## src/hw/exec_cfg.svh

```systemverilog
`ifndef EXEC_CFG_SVH
`define EXEC_CFG_SVH

// Datapath widths
`define DATA_W 32
`define REG_W 5

// ISA build selection, 1 builds the ISA in and 0 leaves it out.
// With both at 1 the core is combined and armD picks the mode per instruction.
`define ENABLE_RISCV 1
`define ENABLE_ARM 1

`endif

```

## src/hw/execPkg.sv

```systemverilog
`default_nettype none

package execPkg;

  typedef enum logic [3:0] {
    aluAdd  = 4'd0,
    aluSub  = 4'd1,
    aluAnd  = 4'd2,
    aluOr   = 4'd3,
    aluXor  = 4'd4,
    aluSlt  = 4'd5,  // Signed compare, result is 0 or 1
    aluSltu = 4'd6,
    aluSll  = 4'd7,
    aluSrl  = 4'd8,
    aluSra  = 4'd9
  } aluOpT;

  typedef enum logic [1:0] {
    fwdRf  = 2'b00,  // Value read in decode
    fwdWb  = 2'b01,
    fwdMem = 2'b10
  } fwdSelT;

  typedef enum logic [1:0] {
    resAlu = 2'b00,
    resMem = 2'b01,
    resPc4 = 2'b10   // Link value for jumps
  } resultSrcT;

  // ARM condition field encodings
  typedef enum logic [3:0] {
    condEq = 4'd0,  condNe = 4'd1,  condCs = 4'd2,  condCc = 4'd3,
    condMi = 4'd4,  condPl = 4'd5,  condVs = 4'd6,  condVc = 4'd7,
    condHi = 4'd8,  condLs = 4'd9,  condGe = 4'd10, condLt = 4'd11,
    condGt = 4'd12, condLe = 4'd13, condAl = 4'd14
  } condT;

  localparam int flagIdxN = 3;
  localparam int flagIdxZ = 2;
  localparam int flagIdxC = 1;
  localparam int flagIdxV = 0;

endpackage

`default_nettype wire

```

## src/hw/execAlu.sv

```systemverilog
`timescale 1ns/100ps
`default_nettype none
`include "exec_cfg.svh"

module execAlu
  import execPkg::*;
(
  input  logic [`DATA_W-1:0] a,
  input  logic [`DATA_W-1:0] b,
  input  aluOpT              aluOp,
  output logic [`DATA_W-1:0] result,
  output logic [3:0]         aluFlags
);

  localparam int ShW = $clog2(`DATA_W);

  logic               subtract;
  logic               arith;
  logic [`DATA_W-1:0] bOp;
  logic [`DATA_W:0]   sum;
  logic               carry;
  logic               overflow;
  logic [ShW-1:0]     shamt;

  // One adder serves add, sub and both compares
  assign subtract = (aluOp == aluSub) || (aluOp == aluSlt) || (aluOp == aluSltu);
  assign arith    = subtract || (aluOp == aluAdd);
  assign bOp      = subtract ? ~b : b;
  assign sum      = {1'b0, a} + {1'b0, bOp} + {{`DATA_W{1'b0}}, subtract};
  assign carry    = sum[`DATA_W];  // High means no borrow on subtract
  assign overflow = (a[`DATA_W-1] == bOp[`DATA_W-1]) &&
                    (sum[`DATA_W-1] != a[`DATA_W-1]);
  assign shamt    = b[ShW-1:0];

  always_comb begin
    case (aluOp)
      aluAdd,
      aluSub:  result = sum[`DATA_W-1:0];
      aluAnd:  result = a & b;
      aluOr:   result = a | b;
      aluXor:  result = a ^ b;
      aluSlt:  result = {{(`DATA_W-1){1'b0}}, sum[`DATA_W-1] ^ overflow};
      aluSltu: result = {{(`DATA_W-1){1'b0}}, ~carry};
      aluSll:  result = a << shamt;
      aluSrl:  result = a >> shamt;
      aluSra:  result = $unsigned($signed(a) >>> shamt);
      default: result = '0;
    endcase
  end

  assign aluFlags[flagIdxN] = result[`DATA_W-1];
  assign aluFlags[flagIdxZ] = (result == '0);
  assign aluFlags[flagIdxC] = arith & carry;  // Logic and shifts give zero
  assign aluFlags[flagIdxV] = arith & overflow;

endmodule

`default_nettype wire

```

## src/hw/execCondLogic.sv

```systemverilog
`timescale 1ns/100ps
`default_nettype none

module execCondLogic
  import execPkg::*;
(
  input  logic       clk,
  input  logic       arstN,
  input  condT       condE,
  input  logic [1:0] flagWriteE,
  input  logic [3:0] aluFlags,
  input  logic       regWriteIn,
  input  logic       memWriteIn,
  input  logic       pcSrcIn,
  output logic       regWriteOut,
  output logic       memWriteOut,
  output logic       pcSrcOut
);

  logic [3:0] flags;
  logic       condEx;
  logic       n;
  logic       z;
  logic       c;
  logic       v;

  assign n = flags[flagIdxN];
  assign z = flags[flagIdxZ];
  assign c = flags[flagIdxC];
  assign v = flags[flagIdxV];

  // Condition is judged on flags left by older instructions
  always_comb begin
    case (condE)
      condEq:  condEx = z;
      condNe:  condEx = ~z;
      condCs:  condEx = c;
      condCc:  condEx = ~c;
      condMi:  condEx = n;
      condPl:  condEx = ~n;
      condVs:  condEx = v;
      condVc:  condEx = ~v;
      condHi:  condEx = c & ~z;
      condLs:  condEx = ~c | z;
      condGe:  condEx = (n == v);
      condLt:  condEx = (n != v);
      condGt:  condEx = ~z & (n == v);
      condLe:  condEx = z | (n != v);
      condAl:  condEx = 1'b1;
      default: condEx = 1'b0;
    endcase
  end

  assign regWriteOut = regWriteIn & condEx;
  assign memWriteOut = memWriteIn & condEx;
  assign pcSrcOut    = pcSrcIn & condEx;

  always_ff @(posedge clk or negedge arstN) begin
    if (!arstN) begin
      flags <= 4'b0000;
    end else if (condEx) begin
      if (flagWriteE[1]) begin  // N and Z
        flags[flagIdxN] <= aluFlags[flagIdxN];
        flags[flagIdxZ] <= aluFlags[flagIdxZ];
      end
      if (flagWriteE[0]) begin  // C and V
        flags[flagIdxC] <= aluFlags[flagIdxC];
        flags[flagIdxV] <= aluFlags[flagIdxV];
      end
    end
  end

  // A failed flag-setting instruction leaves later conditions as they were
  flagsHeldOnFail: assert property (@(posedge clk) disable iff (!arstN)
    (!condEx && (flagWriteE != 2'b00)) |=> $stable(flags))
    else $error("flags changed under a failing condition");

endmodule

`default_nettype wire

```

## src/hw/execOperandSelect.sv

```systemverilog
`timescale 1ns/100ps
`default_nettype none
`include "exec_cfg.svh"

module execOperandSelect
  import execPkg::*;
(
  input  logic [`DATA_W-1:0] rd1E,
  input  logic [`DATA_W-1:0] rd2E,
  input  logic [`DATA_W-1:0] immExtE,
  input  logic [`DATA_W-1:0] pcE,
  input  logic [`DATA_W-1:0] resultW,
  input  logic [`DATA_W-1:0] aluResultM,
  input  fwdSelT             forwardAE,
  input  fwdSelT             forwardBE,
  input  logic               aluSrcE,
  output logic [`DATA_W-1:0] srcA,
  output logic [`DATA_W-1:0] srcB,
  output logic [`DATA_W-1:0] writeDataE,
  output logic [`DATA_W-1:0] pcTargetE
);

  function automatic logic [`DATA_W-1:0] fwdMux(input fwdSelT sel,
                                                input logic [`DATA_W-1:0] regVal,
                                                input logic [`DATA_W-1:0] wbVal,
                                                input logic [`DATA_W-1:0] memVal);
    case (sel)
      fwdWb:   return wbVal;
      fwdMem:  return memVal;
      default: return regVal;
    endcase
  endfunction

  assign srcA       = fwdMux(forwardAE, rd1E, resultW, aluResultM);
  assign writeDataE = fwdMux(forwardBE, rd2E, resultW, aluResultM);  // Store data too
  assign srcB       = aluSrcE ? immExtE : writeDataE;

  // jalr style targets take the register base
  assign pcTargetE  = (aluSrcE ? srcA : pcE) + immExtE;

endmodule

`default_nettype wire

```

## src/hw/execStage.sv

```systemverilog
`timescale 1ns/100ps
`default_nettype none
`include "exec_cfg.svh"

module execStage
  import execPkg::*;
(
  input  logic               clk,
  input  logic               arstN,
  input  logic               flushE,
  input  logic [`DATA_W-1:0] rd1D, rd2D,
  input  logic [`DATA_W-1:0] immExtD,
  input  logic [`DATA_W-1:0] pcD, pcPlus4D,
  input  logic [`REG_W-1:0]  rdD, rs1D, rs2D,
  input  logic               armD,  // Used by the combined build only
  input  logic               regWriteD, memWriteD, aluSrcD,
  input  logic [1:0]         branchD,
  input  aluOpT              aluControlD,
  input  logic               pcSrcD,
  input  logic [1:0]         flagWriteD,
  input  condT               condD,
  input  resultSrcT          resultSrcD,
  input  logic [1:0]         memSizeD,
  input  logic               memSignedD,
  input  fwdSelT             forwardAE, forwardBE,
  input  logic [`DATA_W-1:0] aluResultM, resultW,
  output logic [`DATA_W-1:0] aluResultE, writeDataE,
  output logic [`REG_W-1:0]  rdE,
  output logic               regWriteE, memWriteE,
  output logic [1:0]         branchTakenE,
  output logic [`DATA_W-1:0] pcTargetE, pcPlus4E,
  output resultSrcT          resultSrcE,
  output logic [`REG_W-1:0]  rs1E, rs2E,
  output logic [1:0]         memSizeE,
  output logic               memSignedE,
  output logic               armE
);

  logic [`DATA_W-1:0] rd1E, rd2E, immExtE, pcE, pcPlus4Raw;
  logic               regWriteRaw, memWriteRaw, aluSrcE, pcSrcE;
  logic [1:0]         branchE;
  logic [1:0]         flagWriteE;
  aluOpT              aluControlE;
  condT               condE;
  logic [`DATA_W-1:0] srcA, srcB;
  logic [3:0]         aluFlags;
  logic               regWriteArm, memWriteArm;
  logic               pcChangeReq, pcChangeArm;
  logic               cmpBit;

  always_ff @(posedge clk or negedge arstN) begin
    if (!arstN) begin
      {rd1E, rd2E, immExtE, pcE, pcPlus4Raw} <= '0;
      {rdE, rs1E, rs2E} <= '0;
      {regWriteRaw, memWriteRaw, aluSrcE, pcSrcE} <= 4'b0000;
      branchE     <= 2'b00;
      flagWriteE  <= 2'b00;
      aluControlE <= aluAdd;
      condE       <= condAl;
      resultSrcE  <= resAlu;
      memSizeE    <= 2'b00;
      memSignedE  <= 1'b0;
    end else begin
      {rd1E, rd2E, immExtE, pcE, pcPlus4Raw} <= {rd1D, rd2D, immExtD, pcD, pcPlus4D};
      {rdE, rs1E, rs2E} <= {rdD, rs1D, rs2D};
      aluSrcE     <= aluSrcD;
      aluControlE <= aluControlD;
      condE       <= condD;
      resultSrcE  <= resultSrcD;
      memSizeE    <= memSizeD;    // Carried for the memory stage
      memSignedE  <= memSignedD;
      if (flushE) begin  // Turns the slot into a bubble
        {regWriteRaw, memWriteRaw, pcSrcE} <= 3'b000;
        branchE    <= 2'b00;
        flagWriteE <= 2'b00;
      end else begin
        {regWriteRaw, memWriteRaw, pcSrcE} <= {regWriteD, memWriteD, pcSrcD};
        branchE    <= branchD;
        flagWriteE <= flagWriteD;
      end
    end
  end

  generate
    if (`ENABLE_RISCV && `ENABLE_ARM) begin : gCombined
      always_ff @(posedge clk or negedge arstN) begin
        if (!arstN) armE <= 1'b0;
        else        armE <= armD;
      end
    end else begin : gSingle
      assign armE = (`ENABLE_ARM != 0);
    end
  endgenerate

  execOperandSelect uOperands (
    .rd1E, .rd2E, .immExtE, .pcE, .resultW, .aluResultM,
    .forwardAE, .forwardBE, .aluSrcE,
    .srcA, .srcB, .writeDataE, .pcTargetE
  );

  execAlu uAlu (
    .a(srcA),
    .b(srcB),
    .aluOp(aluControlE),
    .result(aluResultE),
    .aluFlags(aluFlags)
  );

  // An ARM branch is also a PC change, so one gated bit covers both
  assign pcChangeReq = pcSrcE | branchE[1];

  execCondLogic uCond (
    .clk, .arstN, .condE, .flagWriteE, .aluFlags,
    .regWriteIn(regWriteRaw),
    .memWriteIn(memWriteRaw),
    .pcSrcIn(pcChangeReq),
    .regWriteOut(regWriteArm),
    .memWriteOut(memWriteArm),
    .pcSrcOut(pcChangeArm)
  );

  assign regWriteE = armE ? regWriteArm : regWriteRaw;
  assign memWriteE = armE ? memWriteArm : memWriteRaw;

  // RISC-V: slt ops compare on the low bit, others on zero; branchE[1] inverts
  assign cmpBit = ((aluControlE == aluSlt) || (aluControlE == aluSltu)) ?
                  aluResultE[0] : aluFlags[flagIdxZ];
  assign branchTakenE[1] = armE & branchE[1] & pcChangeArm;
  assign branchTakenE[0] = ~armE & branchE[0] &
                           ((resultSrcE == resPc4) | (cmpBit ^ branchE[1]));  // Jumps always
  assign pcPlus4E = (armE & pcChangeArm & ~branchE[1]) ? pcTargetE : pcPlus4Raw;

  flushKillsWrites: assert property (@(posedge clk) disable iff (!arstN)
    flushE |=> (!regWriteE && !memWriteE))
    else $error("write enable survived a flush");

  aluOpDefined: assert property (@(posedge clk) disable iff (!arstN)
    aluControlE inside {aluAdd, aluSub, aluAnd, aluOr, aluXor,
                        aluSlt, aluSltu, aluSll, aluSrl, aluSra})
    else $error("undefined ALU operation %0d", aluControlE);

endmodule

`default_nettype wire

```

## src/hw/execHazardUnit.sv

```systemverilog
`timescale 1ns/100ps
`default_nettype none
`include "exec_cfg.svh"

module execHazardUnit
  import execPkg::*;
(
  input  logic [`REG_W-1:0] rs1E,
  input  logic [`REG_W-1:0] rs2E,
  input  logic [`REG_W-1:0] rdM,
  input  logic [`REG_W-1:0] rdW,
  input  logic              regWriteM,
  input  logic              regWriteW,
  output fwdSelT            forwardAE,
  output fwdSelT            forwardBE
);

  // Youngest producer wins, x0 never forwards
  function automatic fwdSelT pickSource(input logic [`REG_W-1:0] rs,
                                        input logic [`REG_W-1:0] rdMem,
                                        input logic              wrMem,
                                        input logic [`REG_W-1:0] rdWb,
                                        input logic              wrWb);
    if (wrMem && (rdMem != '0) && (rdMem == rs)) begin
      return fwdMem;
    end else if (wrWb && (rdWb != '0) && (rdWb == rs)) begin
      return fwdWb;
    end
    return fwdRf;
  endfunction

  assign forwardAE = pickSource(rs1E, rdM, regWriteM, rdW, regWriteW);
  assign forwardBE = pickSource(rs2E, rdM, regWriteM, rdW, regWriteW);

endmodule

`default_nettype wire

```

## src/hw/execRetirePipe.sv

```systemverilog
`timescale 1ns/100ps
`default_nettype none
`include "exec_cfg.svh"

module execRetirePipe
  import execPkg::*;
(
  input  logic               clk,
  input  logic               arstN,
  input  logic [`DATA_W-1:0] aluResultE,
  input  logic [`DATA_W-1:0] pcPlus4E,
  input  logic [`REG_W-1:0]  rdE,
  input  logic               regWriteE,
  input  resultSrcT          resultSrcE,
  output logic [`DATA_W-1:0] aluResultM,
  output logic [`DATA_W-1:0] resultW,
  output logic [`REG_W-1:0]  rdM,
  output logic [`REG_W-1:0]  rdW,
  output logic               regWriteM,
  output logic               regWriteW
);

  logic [`DATA_W-1:0] pcPlus4M, aluResultW, pcPlus4W;
  resultSrcT          resultSrcM, resultSrcW;

  always_ff @(posedge clk or negedge arstN) begin
    if (!arstN) begin
      {aluResultM, pcPlus4M, rdM, regWriteM} <= '0;
      resultSrcM <= resAlu;
      {aluResultW, pcPlus4W, rdW, regWriteW} <= '0;
      resultSrcW <= resAlu;
    end else begin
      aluResultM <= aluResultE;  // Memory stage
      pcPlus4M   <= pcPlus4E;
      rdM        <= rdE;
      regWriteM  <= regWriteE;
      resultSrcM <= resultSrcE;
      aluResultW <= aluResultM;  // Writeback stage
      pcPlus4W   <= pcPlus4M;
      rdW        <= rdM;
      regWriteW  <= regWriteM;
      resultSrcW <= resultSrcM;
    end
  end

  always_comb begin
    case (resultSrcW)
      resPc4:  resultW = pcPlus4W;
      resMem:  resultW = '0;  // No data memory behind this pipe
      default: resultW = aluResultW;
    endcase
  end

endmodule

`default_nettype wire

```

## src/hw/execTop.sv

```systemverilog
`timescale 1ns/100ps
`default_nettype none
`include "exec_cfg.svh"

module execTop
  import execPkg::*;
(
  input  logic               clk,
  input  logic               arstN,
  input  logic               flushE,
  input  logic [`DATA_W-1:0] rd1D, rd2D,
  input  logic [`DATA_W-1:0] immExtD,
  input  logic [`DATA_W-1:0] pcD, pcPlus4D,
  input  logic [`REG_W-1:0]  rdD, rs1D, rs2D,
  input  logic               armD,
  input  logic               regWriteD, memWriteD, aluSrcD,
  input  logic [1:0]         branchD,
  input  aluOpT              aluControlD,
  input  logic               pcSrcD,
  input  logic [1:0]         flagWriteD,
  input  condT               condD,
  input  resultSrcT          resultSrcD,
  input  logic [1:0]         memSizeD,
  input  logic               memSignedD,
  output logic [1:0]         branchTakenE,
  output logic [`DATA_W-1:0] pcTargetE,
  output logic               memWriteE,
  output logic [`DATA_W-1:0] writeDataE,
  output logic [`DATA_W-1:0] resultW,
  output logic [`REG_W-1:0]  rdW,
  output logic               regWriteW
);

  fwdSelT             forwardAE, forwardBE;
  logic [`DATA_W-1:0] aluResultE, pcPlus4E, aluResultM;
  logic [`REG_W-1:0]  rdE, rs1E, rs2E, rdM;
  logic               regWriteE, regWriteM;
  resultSrcT          resultSrcE;

  execStage uStage (
    .clk, .arstN, .flushE,
    .rd1D, .rd2D, .immExtD, .pcD, .pcPlus4D, .rdD, .rs1D, .rs2D, .armD,
    .regWriteD, .memWriteD, .aluSrcD, .branchD, .aluControlD, .pcSrcD,
    .flagWriteD, .condD, .resultSrcD, .memSizeD, .memSignedD,
    .forwardAE, .forwardBE, .aluResultM, .resultW,
    .aluResultE, .writeDataE, .rdE, .regWriteE, .memWriteE,
    .branchTakenE, .pcTargetE, .pcPlus4E, .resultSrcE, .rs1E, .rs2E,
    .memSizeE(),    // No memory stage consumer yet
    .memSignedE(),
    .armE()
  );

  execHazardUnit uHazard (
    .rs1E, .rs2E, .rdM, .rdW, .regWriteM, .regWriteW,
    .forwardAE, .forwardBE
  );

  execRetirePipe uRetire (
    .clk, .arstN,
    .aluResultE, .pcPlus4E, .rdE, .regWriteE, .resultSrcE,
    .aluResultM, .resultW, .rdM, .rdW, .regWriteM, .regWriteW
  );

endmodule

`default_nettype wire

```

## config.mk

```make
export PLATFORM = sky130hd
export DESIGN_NAME = execTop
export DESIGN_NICKNAME = d
export VERILOG_FILES = /design/src/hw/execPkg.sv /design/src/hw/execAlu.sv /design/src/hw/execCondLogic.sv /design/src/hw/execOperandSelect.sv /design/src/hw/execStage.sv /design/src/hw/execHazardUnit.sv /design/src/hw/execRetirePipe.sv /design/src/hw/execTop.sv
export VERILOG_INCLUDE_DIRS = /design/src /design/src/hw
export SDC_FILE = /design/constraint.sdc
export NUM_CORES = 1
export LEC_CHECK = 0
export ABC_AREA = 1
export BUFFER_PORTS_ARGS = -buffer_cell sky130_fd_sc_hd__buf_2
export CORE_UTILIZATION = 35
export CTS_CLUSTER_SIZE = 16
export DETAILED_ROUTE_END_ITERATION = 10
export PLACE_DENSITY_LB_ADDON = 0.12
export SLEW_MARGIN = 20
export SYNTH_ARGS = -nofsm -noshare
export SYNTH_HDL_FRONTEND = slang
export SYNTH_SLANG_ARGS = --single-unit
```

## constraint.sdc

```tcl
create_clock -name clk -period 6.2 [get_ports clk]
set_input_delay 0 -clock clk [delete_from_list [all_inputs] [get_ports clk]]
set_output_delay 0 -clock clk [all_outputs]
set_load 0.01 [all_outputs]
```

==> results of run 1 <==
==> power by group <==
| part | switching, mW | total, mW | leakage (nW) | internal, mW |
|---|---|---|---|---|
| sequential | 0.0892 | 2.49 | 4.08 | 2.40 |
| combinational | 1.37 | 2.19 | 10.3 | 0.819 |
| clock | 0.961 | 2.48 | 0.679 | 1.52 |
| total | 2.42 | 7.16 | 15.0 | 4.74 |
==> layout make-up <==
class,count,area [um2]
Clock inverter,19,324
Fill cell,5945,31800
Inverter,334,1270
Sequential cell,342,8560
Clock buffer,51,1070
Timing Repair Buffer,688,5160
Multi-Input combinational cell,2043,11700
Tap cell,782,978
==> what timing repair did <==
| action | 4_1_cts | 5_1_grt |
|---|---|---|
| setup endpoints to repair | 1 | 6 |
| hold buffers | 202 | 0 |
| resized for setup | 8 | 105 |
| hold endpoints to repair | 296 | 0 |
| gates cloned | 0 | 3 |
| pin swaps | 0 | 31 |
| buffers inserted | 0 | 18 |
==> metrics by stage <==
stage	setup WS [ns]	utilization, %	cell area, um2
finish	0.217	47.8	29000
global route	-0.139	47.8	29000
CTS	0.0134	46.8	28400
detailed placement	0.521	41.1	25000
global placement	0.558	41.1	25000
floorplan	1.76	-	21700
==> cell families (layout without fill, tap and decap cells) <==
logic type | Yosys count | count (layout)
multiplexers | 33 | 33
XOR/XNOR | 84 | 84
buffers and inverters | 447 | 1092
adder cells (fa/ha/maj) | 130 | 130
AND/OR/NAND/NOR | 1402 | 1402
flip-flops | 342 | 342
AO/OA/AOI/OAI | 394 | 394
==> flip-flops by register name (all words and copies together) (netlist names), 32 cells and up <==
name	count
uStage.rd1E	32
uStage.pcE	32
uStage.immExtE	32
uRetire.aluResultM	32
uRetire.aluResultW	32
uRetire.pcPlus4W	32
uRetire.pcPlus4M	32
uStage.rd2E	32
uStage.pcPlus4Raw	32
==> metal layers <==
metal,share of wire [%],track usage [%],up-vias
met2,48,50.1,761
met1,43,38.4,10800
met4,2.9,7.98,0
met5,0,0,-
met3,6.1,4.21,121
li1,-,-,10600
==> worst max-delay path by stage <==
stage          depth (start not counted)  slack [ns]               to                             from
3_5_place_dp                          40        0.52  branchTakenE[0]  uRetire.resultSrcW[0]$_DFF_PN0_
6_report                              31        0.22  branchTakenE[0]  uRetire.resultSrcW[0]$_DFF_PN0_
3_3_place_gp                          40        0.56  branchTakenE[0]  uRetire.resultSrcW[0]$_DFF_PN0_
5_1_grt                               40       -0.14  branchTakenE[0]         uRetire.rdM[0]$_DFF_PN0_
4_1_cts                               40        0.01  branchTakenE[0]  uRetire.resultSrcW[0]$_DFF_PN0_
2_1_floorplan                         39        1.76  branchTakenE[0]  uRetire.resultSrcW[0]$_DFF_PN0_
==> layout by cell type (no fill, tap or decap), types with 13 or more instances in the layout <==
cell type and n:
sky130_fd_sc_hd__o21ai_1 13, sky130_fd_sc_hd__ha_1 126, sky130_fd_sc_hd__o21ai_2 13, sky130_fd_sc_hd__buf_4 163, sky130_fd_sc_hd__dlygate4sd3_1 202, sky130_fd_sc_hd__inv_1 316, sky130_fd_sc_hd__o21ai_0 107, sky130_fd_sc_hd__nand2_1 651
sky130_fd_sc_hd__nand2_2 14, sky130_fd_sc_hd__a221oi_1 23, sky130_fd_sc_hd__a22oi_1 20, sky130_fd_sc_hd__nand3_1 464, sky130_fd_sc_hd__clkbuf_16 42, sky130_fd_sc_hd__nor2_1 167, sky130_fd_sc_hd__o211ai_1 41, sky130_fd_sc_hd__dfrtp_1 337
sky130_fd_sc_hd__buf_2 300, sky130_fd_sc_hd__nand3_2 19, sky130_fd_sc_hd__xor2_1 66, sky130_fd_sc_hd__a21oi_1 110, sky130_fd_sc_hd__nand3b_1 31, sky130_fd_sc_hd__xnor2_1 17, sky130_fd_sc_hd__mux2_2 33
==> critical path: cells and delay by family, from the launching register on <==
family	cells	cell delay [ns]
compound gates	5	1.41
fa+ha+maj	2	0.55
buf+inv	11	1.78
flops	1	0.32
simple gates	13	1.32
==> results.txt, run 1 <==
----------------------------------------------------
[Logic synthesis]
  Yosys warning total ... 0
  Register bit total from synthesis ... 342
  Top_reg_cell synth ... sky130_fd_sc_hd__dfrtp_1
  Basic-gate share of the synthesized area counting and, or, nand and nor cells ... 28.5%
  Sequential fraction of the synthesis area ... between 30 and 40%
  Synth area leaders ... sky130_fd_sc_hd__dfrtp_1 39%, sky130_fd_sc_hd__nand2_1 11%, sky130_fd_sc_hd__nand3_1 11%
  Top cell types by occurrence after synthesis ... 660 x sky130_fd_sc_hd__nand2_1, 473 x sky130_fd_sc_hd__nand3_1, 339 x sky130_fd_sc_hd__dfrtp_1
  Number of enable-type register cells in the synthesized netlist ... 0
  Synth Area per Inst ... 7.66 um2
  Cell count after synthesis ... 2832
  Share of flip-flops with an asynchronous set or reset after synthesis ... 100%
  Most repeated cell in the gate-level netlist after synthesis ... sky130_fd_sc_hd__nand2_1
  Multiplexer share of the synthesized area ... 1.71%
  Post-Synth Adder-Cell Area ... about 7.6%
  Largest family of logic cells by synthesized area ... simple AND/OR/NAND/NOR gates
  Post-synthesis cell type count ... between 50 and 60
  Share of the synthesized netlist area taken by xor and xnor gates ... under 10%
  Syn_nets ... 3162
  Leading area contributor after synthesis ... sky130_fd_sc_hd__dfrtp_1
  Top-area cell type share of the netlist area ... 39.1%
  Fraction of the mapped netlist area in compound gates ... 10.9%
  Post-synth design cell area ... ~22000 um2

[Pwr]
  Total power density per cell area ... ~250 nW/um2
  Worst vdd ir ... ~0.00022 V
  Leak pwr ... ~15 nW
  PnR Total Power ... 7.16 mW

[Detailed routing]
  Number of detailed-routing iterations run before antenna repair ... 6
  Drt via density ... 5.23
  Sum of routed wire length over all layers ... ~94000 um
  Antenna Violating Nets Remaining ... 0
  # DRC ... 0
  Routed wire length per instance ... 22.2 um
  Vias ... 22300
  Drt first-iter violations ... between 1500 and 2000

[Clock network]
  Number of H-tree levels ... 2
  CTS tree ... yes
  Maximum count of clock buffers along a single path ... 3
  Total clock sinks ... 342
  Clock transition at the registers of the reported paths ... about 0.060 ns
  Clk Latency, worst-skew pair ... around 0.58 ns
  Clock buffer count from CTS ... 39
  Clock Root Buffer ... sky130_fd_sc_hd__clkbuf_16

[Die]
  Width of the chip ... approximately 250 um
  Initial Util ... between 30% and 40%
  Area of the die ... around 63000 um2
  Number of ports placed on the die boundary ... 305
  Num rows ... 90
  Core area ... slightly above 60000 um2
  Chip height ... 251 um

[Timing]
  Final-layout worst hold slack ... approximately 0.065 ns
  Slew HR ... 35.1%
  Final Max Tran Viols ... 0
  Setup repair after global routing missed its margin ... yes
  Tightest Pin Transition ... 0.963 ns
  Max Clock Freq ... between 0.15 and 0.2 GHz
  Total setup violations reported at the end of the flow ... 0
  Hold Violations, Final ... 0
  Clock period minus worst slack ... about 6.0 ns
  Tcrit/Tclk final ... a little over nine tenths
  Accumulated negative setup slack ... 0 ns
  Clock Skews ... between 0.04 and 0.05 ns

[Placed design]
  Final RePlAce weighted congestion ... between 0.9 and 1
  # placed instances ... around 4000
  Number of buffers inserted by port buffering ... ~300
  HPWL after DPL ... ~72000 um

[Critical path]
  Maximum single-stage delay on the critical path ... ~0.5 ns
  Master of the slowest instance on the critical path ... sky130_fd_sc_hd__buf_4
  Max Fanout on Critical Path ... 37
  Crit path required time ... slightly above 6 ns
  Critical Path End Type ... output pin
  Type of the setup path with the least slack ... reg -> out
  Crit path top cell by count ... sky130_fd_sc_hd__nand2_1
  Crit Reg-Reg Endpoint ... uRetire.pcPlus4M[28]$_DFF_PN0_
  Worst R2R Setup Slack ... ~0.83 ns
  FF-to-FF Start ... uRetire.rdM[0]$_DFF_PN0_
  Crit start category ... flop
  Data arrival time at the worst-slack endpoint ... ~6 ns
  Depth of the worst register-to-register path ... 31

[Status]
  Outcome ... complete, no violations

[Layout]
  Final net count ... between 3000 and 4000
  Area growth from synthesis to layout ... 33.9%
  Fraction of layout cells with a size suffix above 1 ... between 20 and 25%
  N_diodes ... 0
  Count of non-filler cells in the finished layout ... about 4300

[GRT]
  First-pass GRT wire length ... 139000 um
  Via count of the first global-routing pass ... 22300
  Largest net degree at the start of global routing ... 108
  Global-route usage over all layers ... between 20 and 30%
  Overall overflow remaining after global route ... 0
  Number of antenna violations at the first check in global routing ... 0

[Min path]
  End of the worst hold path ... uStage.pcE[25]$_DFF_PN0_
  Min-Delay Startpoint ... pcD[25]
  Hold crit path type ... in -> reg
  Cell depth of the worst hold path ... 2

[Flow run]
  Max_cap viols ... 0

----------------------------------------------------
(Power assumes the default switching activity.)
==> run 2: changes to the inputs <==
--- a/config.mk
+++ b/config.mk
@@ -11,6 +11,7 @@
 export CORE_UTILIZATION = 35
 export CTS_CLUSTER_SIZE = 16
 export DETAILED_ROUTE_END_ITERATION = 10
+export GPL_TIMING_DRIVEN = 0
 export PLACE_DENSITY_LB_ADDON = 0.12
 export SLEW_MARGIN = 20
 export SYNTH_ARGS = -nofsm -noshare
==> run 2 against run 1 <==
Compared with the run above:
- the flow now finishes with violations (negative hold slack)
- sequential power hardly changed
- maximum frequency shrank 1.4%
- via count grew 5.3%
- first-iteration DRC count rose by 33%
- sequential cell count unchanged
- critical path depth increased by 7
- non-clock buffer count down 16
- register-to-register slack got worse by 0.17 ns
==> results.txt, run 2 (synthesis results as in run 1) <==
----------------------------------------------------
[Timing]
  Clock Skews ... 0.0530 ns (+0.00718 ns)
  Slew HR ... 24.2% (-11 points)
  Setup repair after global routing missed its margin ... yes
  Accumulated negative setup slack ... 0 ns (unchanged)
  Final-layout worst hold slack ... -0.0115 ns (-0.0769 ns)
  Total setup violations reported at the end of the flow ... 0 (unchanged)
  Clock period minus worst slack ... 6.07 ns (+0.0841 ns)
  Tightest Pin Transition ... 1.13 ns (+0.170 ns)
  Hold Violations, Final ... 5 (+5)
  Final Max Tran Viols ... 0 (unchanged)
  Max Clock Freq ... 0.165 GHz (-1.4%)
  Tcrit/Tclk final ... 97.9% (+1.4 points)

[Pwr]
  Total power density per cell area ... 246 nW/um2 (-0.37%)
  Worst vdd ir ... 0.000249 V (+14%)
  PnR Total Power ... 7.09 mW (-1.0%)
  Leak pwr ... 14.9 nW (-1.2%)

[Die]
  Chip height ... 251 um (unchanged)
  Num rows ... 90 (unchanged)
  Initial Util ... 35.7% (unchanged)
  Number of ports placed on the die boundary ... 305 (unchanged)
  Core area ... 60800 um2 (unchanged)
  Width of the chip ... 251 um (unchanged)
  Area of the die ... 63000 um2 (unchanged)

[GRT]
  First-pass GRT wire length ... 156000 um (+12%)
  Overall overflow remaining after global route ... 0 (unchanged)
  Largest net degree at the start of global routing ... 99 (-8.3%)
  Number of antenna violations at the first check in global routing ... 4 (+4)
  Global-route usage over all layers ... 34.1% (+4.8 points)
  Via count of the first global-routing pass ... 23000 (+3.2%)

[Min path]
  Hold crit path type ... in -> async

[Critical path]
  Maximum single-stage delay on the critical path ... 0.46 ns (-0.04 ns)
  Critical Path End Type ... output pin
  Type of the setup path with the least slack ... reg -> out
  Max Fanout on Critical Path ... 6 (-84%)
  Crit path top cell by count ... sky130_fd_sc_hd__nand2_1
  Crit path required time ... 6.20 ns (about the same)
  Data arrival time at the worst-slack endpoint ... 6.07 ns (+0.09 ns)
  Crit start category ... flop
  Master of the slowest instance on the critical path ... sky130_fd_sc_hd__fa_1

[Layout]
  Area growth from synthesis to layout ... 33.0%
  Most common cell after layout, fill and taps aside ... sky130_fd_sc_hd__nand2_1
  Fraction of layout cells with a size suffix above 1 ... 20.3% (-0.15 points)
  Leading cell types in the layout, fill and taps excluded ... 650 x sky130_fd_sc_hd__nand2_1, 444 x sky130_fd_sc_hd__nand3_1, 334 x sky130_fd_sc_hd__dfrtp_1
  Final net count ... 3762 (-0.42%)
  N_diodes ... 0 (unchanged)

[Detailed routing]
  Routed wire length per instance ... 25.7 um (+16%)
  # DRC ... 0 (unchanged)
  Drt via density ... 5.53 (+5.7%)
  Drt first-iter violations ... 2390 (+33%)
  Vias ... 23400 (+5.3%)
  Antenna Violating Nets Remaining ... 0 (unchanged)
  Sum of routed wire length over all layers ... 109000 um (+16%)
  Number of detailed-routing iterations run before antenna repair ... 6 (unchanged)

[Clock network]
  Maximum count of clock buffers along a single path ... 3 (unchanged)
  Clock transition at the registers of the reported paths ... 0.05 ns (about the same)
  Number of H-tree levels ... 2 (unchanged)
  Total clock sinks ... 342 (unchanged)
  Clock Root Buffer ... sky130_fd_sc_hd__clkbuf_16
  Clock buffer count from CTS ... 39 (unchanged)
  CTS tree ... yes
  Clk Latency, worst-skew pair ... 0.58 ns (about the same)

[Status]
  Violations in the final reports ... negative hold slack
  Outcome ... finished with violations

[Flow run]
  Max_cap viols ... 0 (unchanged)

[Placed design]
  HPWL after DPL ... 85700 um (+18%)
  Final RePlAce weighted congestion ... 1.03 (+8.3%)
  Number of buffers inserted by port buffering ... 301 (unchanged)

----------------------------------------------------
[run 2: layout make-up]
cell class / instances / area, um2
Fill cell: 6020 / 32000
Multi-Input combinational cell: 2043 / 11900
Sequential cell: 342 / 8570
Timing Repair Buffer: 563 / 4090
Inverter: 334 / 1260
Clock buffer: 54 / 1140
Tap cell: 782 / 978
Buffer: 109 / 708
Clock inverter: 14 / 166
[run 2: power breakdown]
part           total, mW  internal (mW)  switching [mW]  leakage, nW
Clock               2.34           1.38           0.956        0.647
Combinational       2.26          0.779            1.48         10.1
Sequential          2.49           2.40          0.0911         4.08
Total               7.09           4.56            2.53         14.9
[run 2: critical path: cells and delay by family, from the launching register on]
kind	cells	cell delay, ns
adder cells (fa/ha/maj)	1	0.46
AO/OA/AOI/OAI	3	0.52
XOR/XNOR	1	0.15
AND/OR/NAND/NOR	22	2.67
flip-flops	1	0.44
buffers and inverters	11	1.23
[run 2: per-stage QoR]
step | worst slack, ns | hold WS [ns] | std cells | util (%) | instance area, um2
after floorplan | 1.76 | -0.296 | 2832 | - | 21700
after global placement | -1.29 | 0.108 | 3915 | 39.8 | 24200
after detailed placement | -1.20 | 0.0139 | 3918 | 39.9 | 24300
after CTS | -0.0561 | 0.00674 | 4208 | 46.3 | 28200
after global routing | -0.142 | 0.0389 | 4241 | 47.5 | 28900
final | 0.133 | -0.0115 | 4241 | 47.5 | 28900
[run 2: path summary, 6_finish.rpt]
check / to / slack, ns / cells after the start / startpoint
max reg2reg: uRetire.pcPlus4M[30]$_DFF_PN0_ / 0.66 / 28 / uRetire.rdM[0]$_DFF_PN0_
min reg2reg: uRetire.pcPlus4W[26]$_DFF_PN0_ / 0.34 / 0 / uRetire.pcPlus4M[26]$_DFF_PN0_
min in group clk: uStage.rdE[3]$_DFF_PN0_ / 0.06 / 2 / rdD[3]
max in group asynchronous: uStage.condE[2]$_DFF_PN1_ / 4.41 / 5 / arstN
max: branchTakenE[0] / 0.13 / 38 / uRetire.rdM[0]$_DFF_PN0_
min: uRetire.pcPlus4M[8]$_DFF_PN0_ / -0.01 / 2 / arstN
[run 2: routing by layer]
layer  vias to the layer above  track usage, %  wire length, um
met4                         6            11.1             3940
li1                      10600               -                -
met5                         -               0               47
met1                     11500            47.1            48200
met3                       194            6.70             8650
met2                      1088            53.3            48300
[run 2: timing repair]
item | in CTS | in global routing
endpoints found under the hold margin | 368 | 0
setup endpoints to repair | 25 | 10
pin swaps | 19 | 47
hold buffers | 202 | 0
resized for setup | 120 | 116
buffers inserted | 24 | 33
==> run 3: changes to the inputs <==
--- a/config.mk
+++ b/config.mk
@@ -16,4 +16,5 @@
 export SLEW_MARGIN = 20
 export SYNTH_ARGS = -nofsm -noshare
 export SYNTH_HDL_FRONTEND = slang
+export SYNTH_HIERARCHICAL = 1
 export SYNTH_SLANG_ARGS = --single-unit
==> run 3 against run 2 <==
Compared with the run above:
- the run now ends clean
- global-route usage down 2.3 points
- first-iteration DRC count rose by 11%
- register-to-register slack improved by 0.28 ns
- combinational power is 10% higher
- sequential power grew 2%
- clock skew shrank 0.017 ns
- non-clock buffer count increased by 20
- sequential share of layout area fell by 1.6 points
- critical path depth grew 3
- critical path type unchanged
==> results.txt, run 3 <==
----------------------------------------------------
[Status]
  Outcome ... complete, no violations

[Die]
  Chip height ... 259 um (+3.1%)
  Width of the chip ... 259 um (+3.1%)
  Initial Util ... 35.6% (-0.067 points)
  Area of the die ... 67000 um2 (+6.3%)
  Number of ports placed on the die boundary ... 305 (unchanged)
  Core area ... 64800 um2 (+6.6%)
  Num rows ... 93 (+3.3%)

[Clock network]
  Clock Root Buffer ... sky130_fd_sc_hd__clkbuf_16
  Total clock sinks ... 342 (unchanged)
  CTS tree ... yes
  Maximum count of clock buffers along a single path ... 3 (unchanged)
  Number of H-tree levels ... 2 (unchanged)
  Clock transition at the registers of the reported paths ... 0.06 ns (about the same)
  Clk Latency, worst-skew pair ... 0.56 ns (-0.02 ns)
  Clock buffer count from CTS ... 38 (-2.6%)

[GRT]
  Global-route usage over all layers ... 31.7% (-2.3 points)
  Number of antenna violations at the first check in global routing ... 6 (+2)
  Largest net degree at the start of global routing ... 96 (-3.0%)
  Via count of the first global-routing pass ... 23700 (+3.3%)
  First-pass GRT wire length ... 155000 um (-0.62%)
  Overall overflow remaining after global route ... 0 (unchanged)

[Logic synthesis]
  Yosys warning total ... 6 (+6)
  Post-synth design cell area ... 23100 um2 (+6.4%)
  Synth Area per Inst ... 7.03 um2 (-8.2%)
  Cell count after synthesis ... 3282 (+16%)
  Syn_nets ... 3619 (+14%)

[Detailed routing]
  Antenna Violating Nets Remaining ... 0 (unchanged)
  Sum of routed wire length over all layers ... 109000 um (-0.34%)
  # DRC ... 0 (unchanged)
  Drt first-iter violations ... 2652 (+11%)
  Routed wire length per instance ... 22.8 um (-11%)
  Vias ... 25000 (+6.5%)
  Drt via density ... 5.24 (-5.2%)
  Number of detailed-routing iterations run before antenna repair ... 8 (+2)

[Layout]
  Final net count ... 4224 (+12%)
  Seq. cell area ... 8560 um2 (about the same)
  Most common cell after layout, fill and taps aside ... sky130_fd_sc_hd__nand2_1
  Area growth from synthesis to layout ... 32.1%
  Fraction of layout cells with a size suffix above 1 ... 19.6% (-0.73 points)
  Leading cell types in the layout, fill and taps excluded ... 1046 x sky130_fd_sc_hd__nand2_1, 394 x sky130_fd_sc_hd__nand3_1, 345 x sky130_fd_sc_hd__inv_1
  Layout Utilization ... 47.0% (-0.43 points)
  Total of fill cells in the finished design ... 6600 (+9.6%)
  Area occupied by multi-input gates ... 13200 um2 (+11%)

[Critical path]
  Type of the setup path with the least slack ... reg -> out
  Max Fanout on Critical Path ... 10 (+4)
  Critical Path End Type ... output pin
  Crit path required time ... 6.20 ns (about the same)
  Maximum single-stage delay on the critical path ... 0.40 ns (-0.06 ns)
  Master of the slowest instance on the critical path ... sky130_fd_sc_hd__dfrtp_1
  Data arrival time at the worst-slack endpoint ... 5.93 ns (-0.14 ns)
  Crit start category ... flop
  Crit path top cell by count ... sky130_fd_sc_hd__nand2_1

[Pwr]
  Worst vdd ir ... 0.000203 V (-18%)
  Total power density per cell area ... 240 nW/um2 (-2.3%)
  Leak pwr ... 15.9 nW (+7.0%)

[Timing]
  Slew HR ... 27.6% (+3.3 points)
  Tcrit/Tclk final ... 95.7% (-2.2 points)
  Tightest Pin Transition ... 1.09 ns (-0.0458 ns)
  Total setup violations reported at the end of the flow ... 0 (unchanged)
  Final Max Tran Viols ... 0 (unchanged)
  Clock period minus worst slack ... 5.93 ns (-0.135 ns)
  Max Clock Freq ... 0.169 GHz (+2.3%)
  Hold Violations, Final ... 0 (-5)
  Accumulated negative setup slack ... 0 ns (unchanged)
  Clock Skews ... 0.0359 ns (-0.0171 ns)

[Placed design]
  Final RePlAce weighted congestion ... 1.04 (+0.52%)
  HPWL after DPL ... 87100 um (+1.7%)
  Number of buffers inserted by port buffering ... 301 (unchanged)

[Min path]
  Hold crit path type ... in -> async

[Flow run]
  Max_cap viols ... 0 (unchanged)

----------------------------------------------------
run 3: changes by cell type in the layout (fill, tap and decap cells not counted), sizes merged, moves of 9 or more:
cell and change:
nand2 +440, a22oi -29, a21oi +55, nand3 -79
xor2 -18, a221oi -10, nand3b -21, nor3 +9
buf +17, o211ai -16, inv +37, xnor2 -11
nor2 +65
run 3: layer usage:
layer	global-route usage, %	up-vias	wire, um
li1	-	11800	-
met1	43.0	11800	46700
met2	48.6	1214	46900
met3	8.58	193	10700
met4	10.5	6	4290
met5	0.783	-	91
run 3: path summary, 6_finish.rpt:
check,start,to,slack (ns),cells past startpoint
worst min register to register,uRetire/pcPlus4M[29]$_DFF_PN0_,uRetire/pcPlus4W[29]$_DFF_PN0_,0.35,0
worst max-delay path,uRetire/rdM[0]$_DFF_PN0_,branchTakenE[0],0.27,41
min in group clk,immExtD[27],uStage/immExtE[27]$_DFF_PN0_,0.08,2
worst max register to register,uRetire/rdM[0]$_DFF_PN0_,uStage/uCond/flags[2]$_DFFE_PN0P_,0.94,37
max in group asynchronous,arstN,uRetire/regWriteM$_DFF_PN0_,4.80,4
worst min-delay path,arstN,uStage/pcPlus4Raw[26]$_DFF_PN0_,0.004,2
run 3: timing repair:
item / CTS / global route
hold buffers: 202 / 0
pin swaps: 11 / 65
gates resized for setup: 102 / 232
setup endpoints to repair: 17 / 1
endpoints found under the hold margin: 320 / 0
cloned: 0 / 0
setup buffers: 11 / 51
run 3: area by class of cell:
class / instances / share of cell area, %
inverters: 375 / 4.64
repair buffers: 568 / 13.5
plain buffers: 124 / 2.68
well taps: 855 / 3.51
clock inverters: 11 / 0.591
clock buffers: 52 / 3.52
flip-flops and latches: 342 / 28.1
diodes: 1 / 0.00821
multi-input cells: 2438 / 43.4
run 3: worst max-delay path, delay by kind of cell, from the launching register on:
family                     cells  cell delay (ns)
and+or+nand+nor               26             2.81
buffers and inverters         10             1.02
adders and majority gates      2             0.72
DFF                            1             0.40
AOI/OAI and AO/OA              3             0.39
run 3: per-stage QoR:
step	cells	power [mW]	area (um2)	hold WS [ns]	setup WS, ns
5_1_grt	4766	7.67	30500	0.0699	-0.0803
3_3_place_gp	4438	4.69	25700	0.107	-1.54
4_1_cts	4717	7.15	29400	0.0476	0.00480
3_5_place_dp	4441	4.68	25700	0.0436	-1.41
6_report	4766	7.32	30500	0.00428	0.268
2_1_floorplan	3282	3.80	23100	-0.296	1.23
run 3: where the power goes:
part	switching, mW	internal (mW)
combinational	1.63	0.857
sequential	0.118	2.41
clock	0.922	1.38
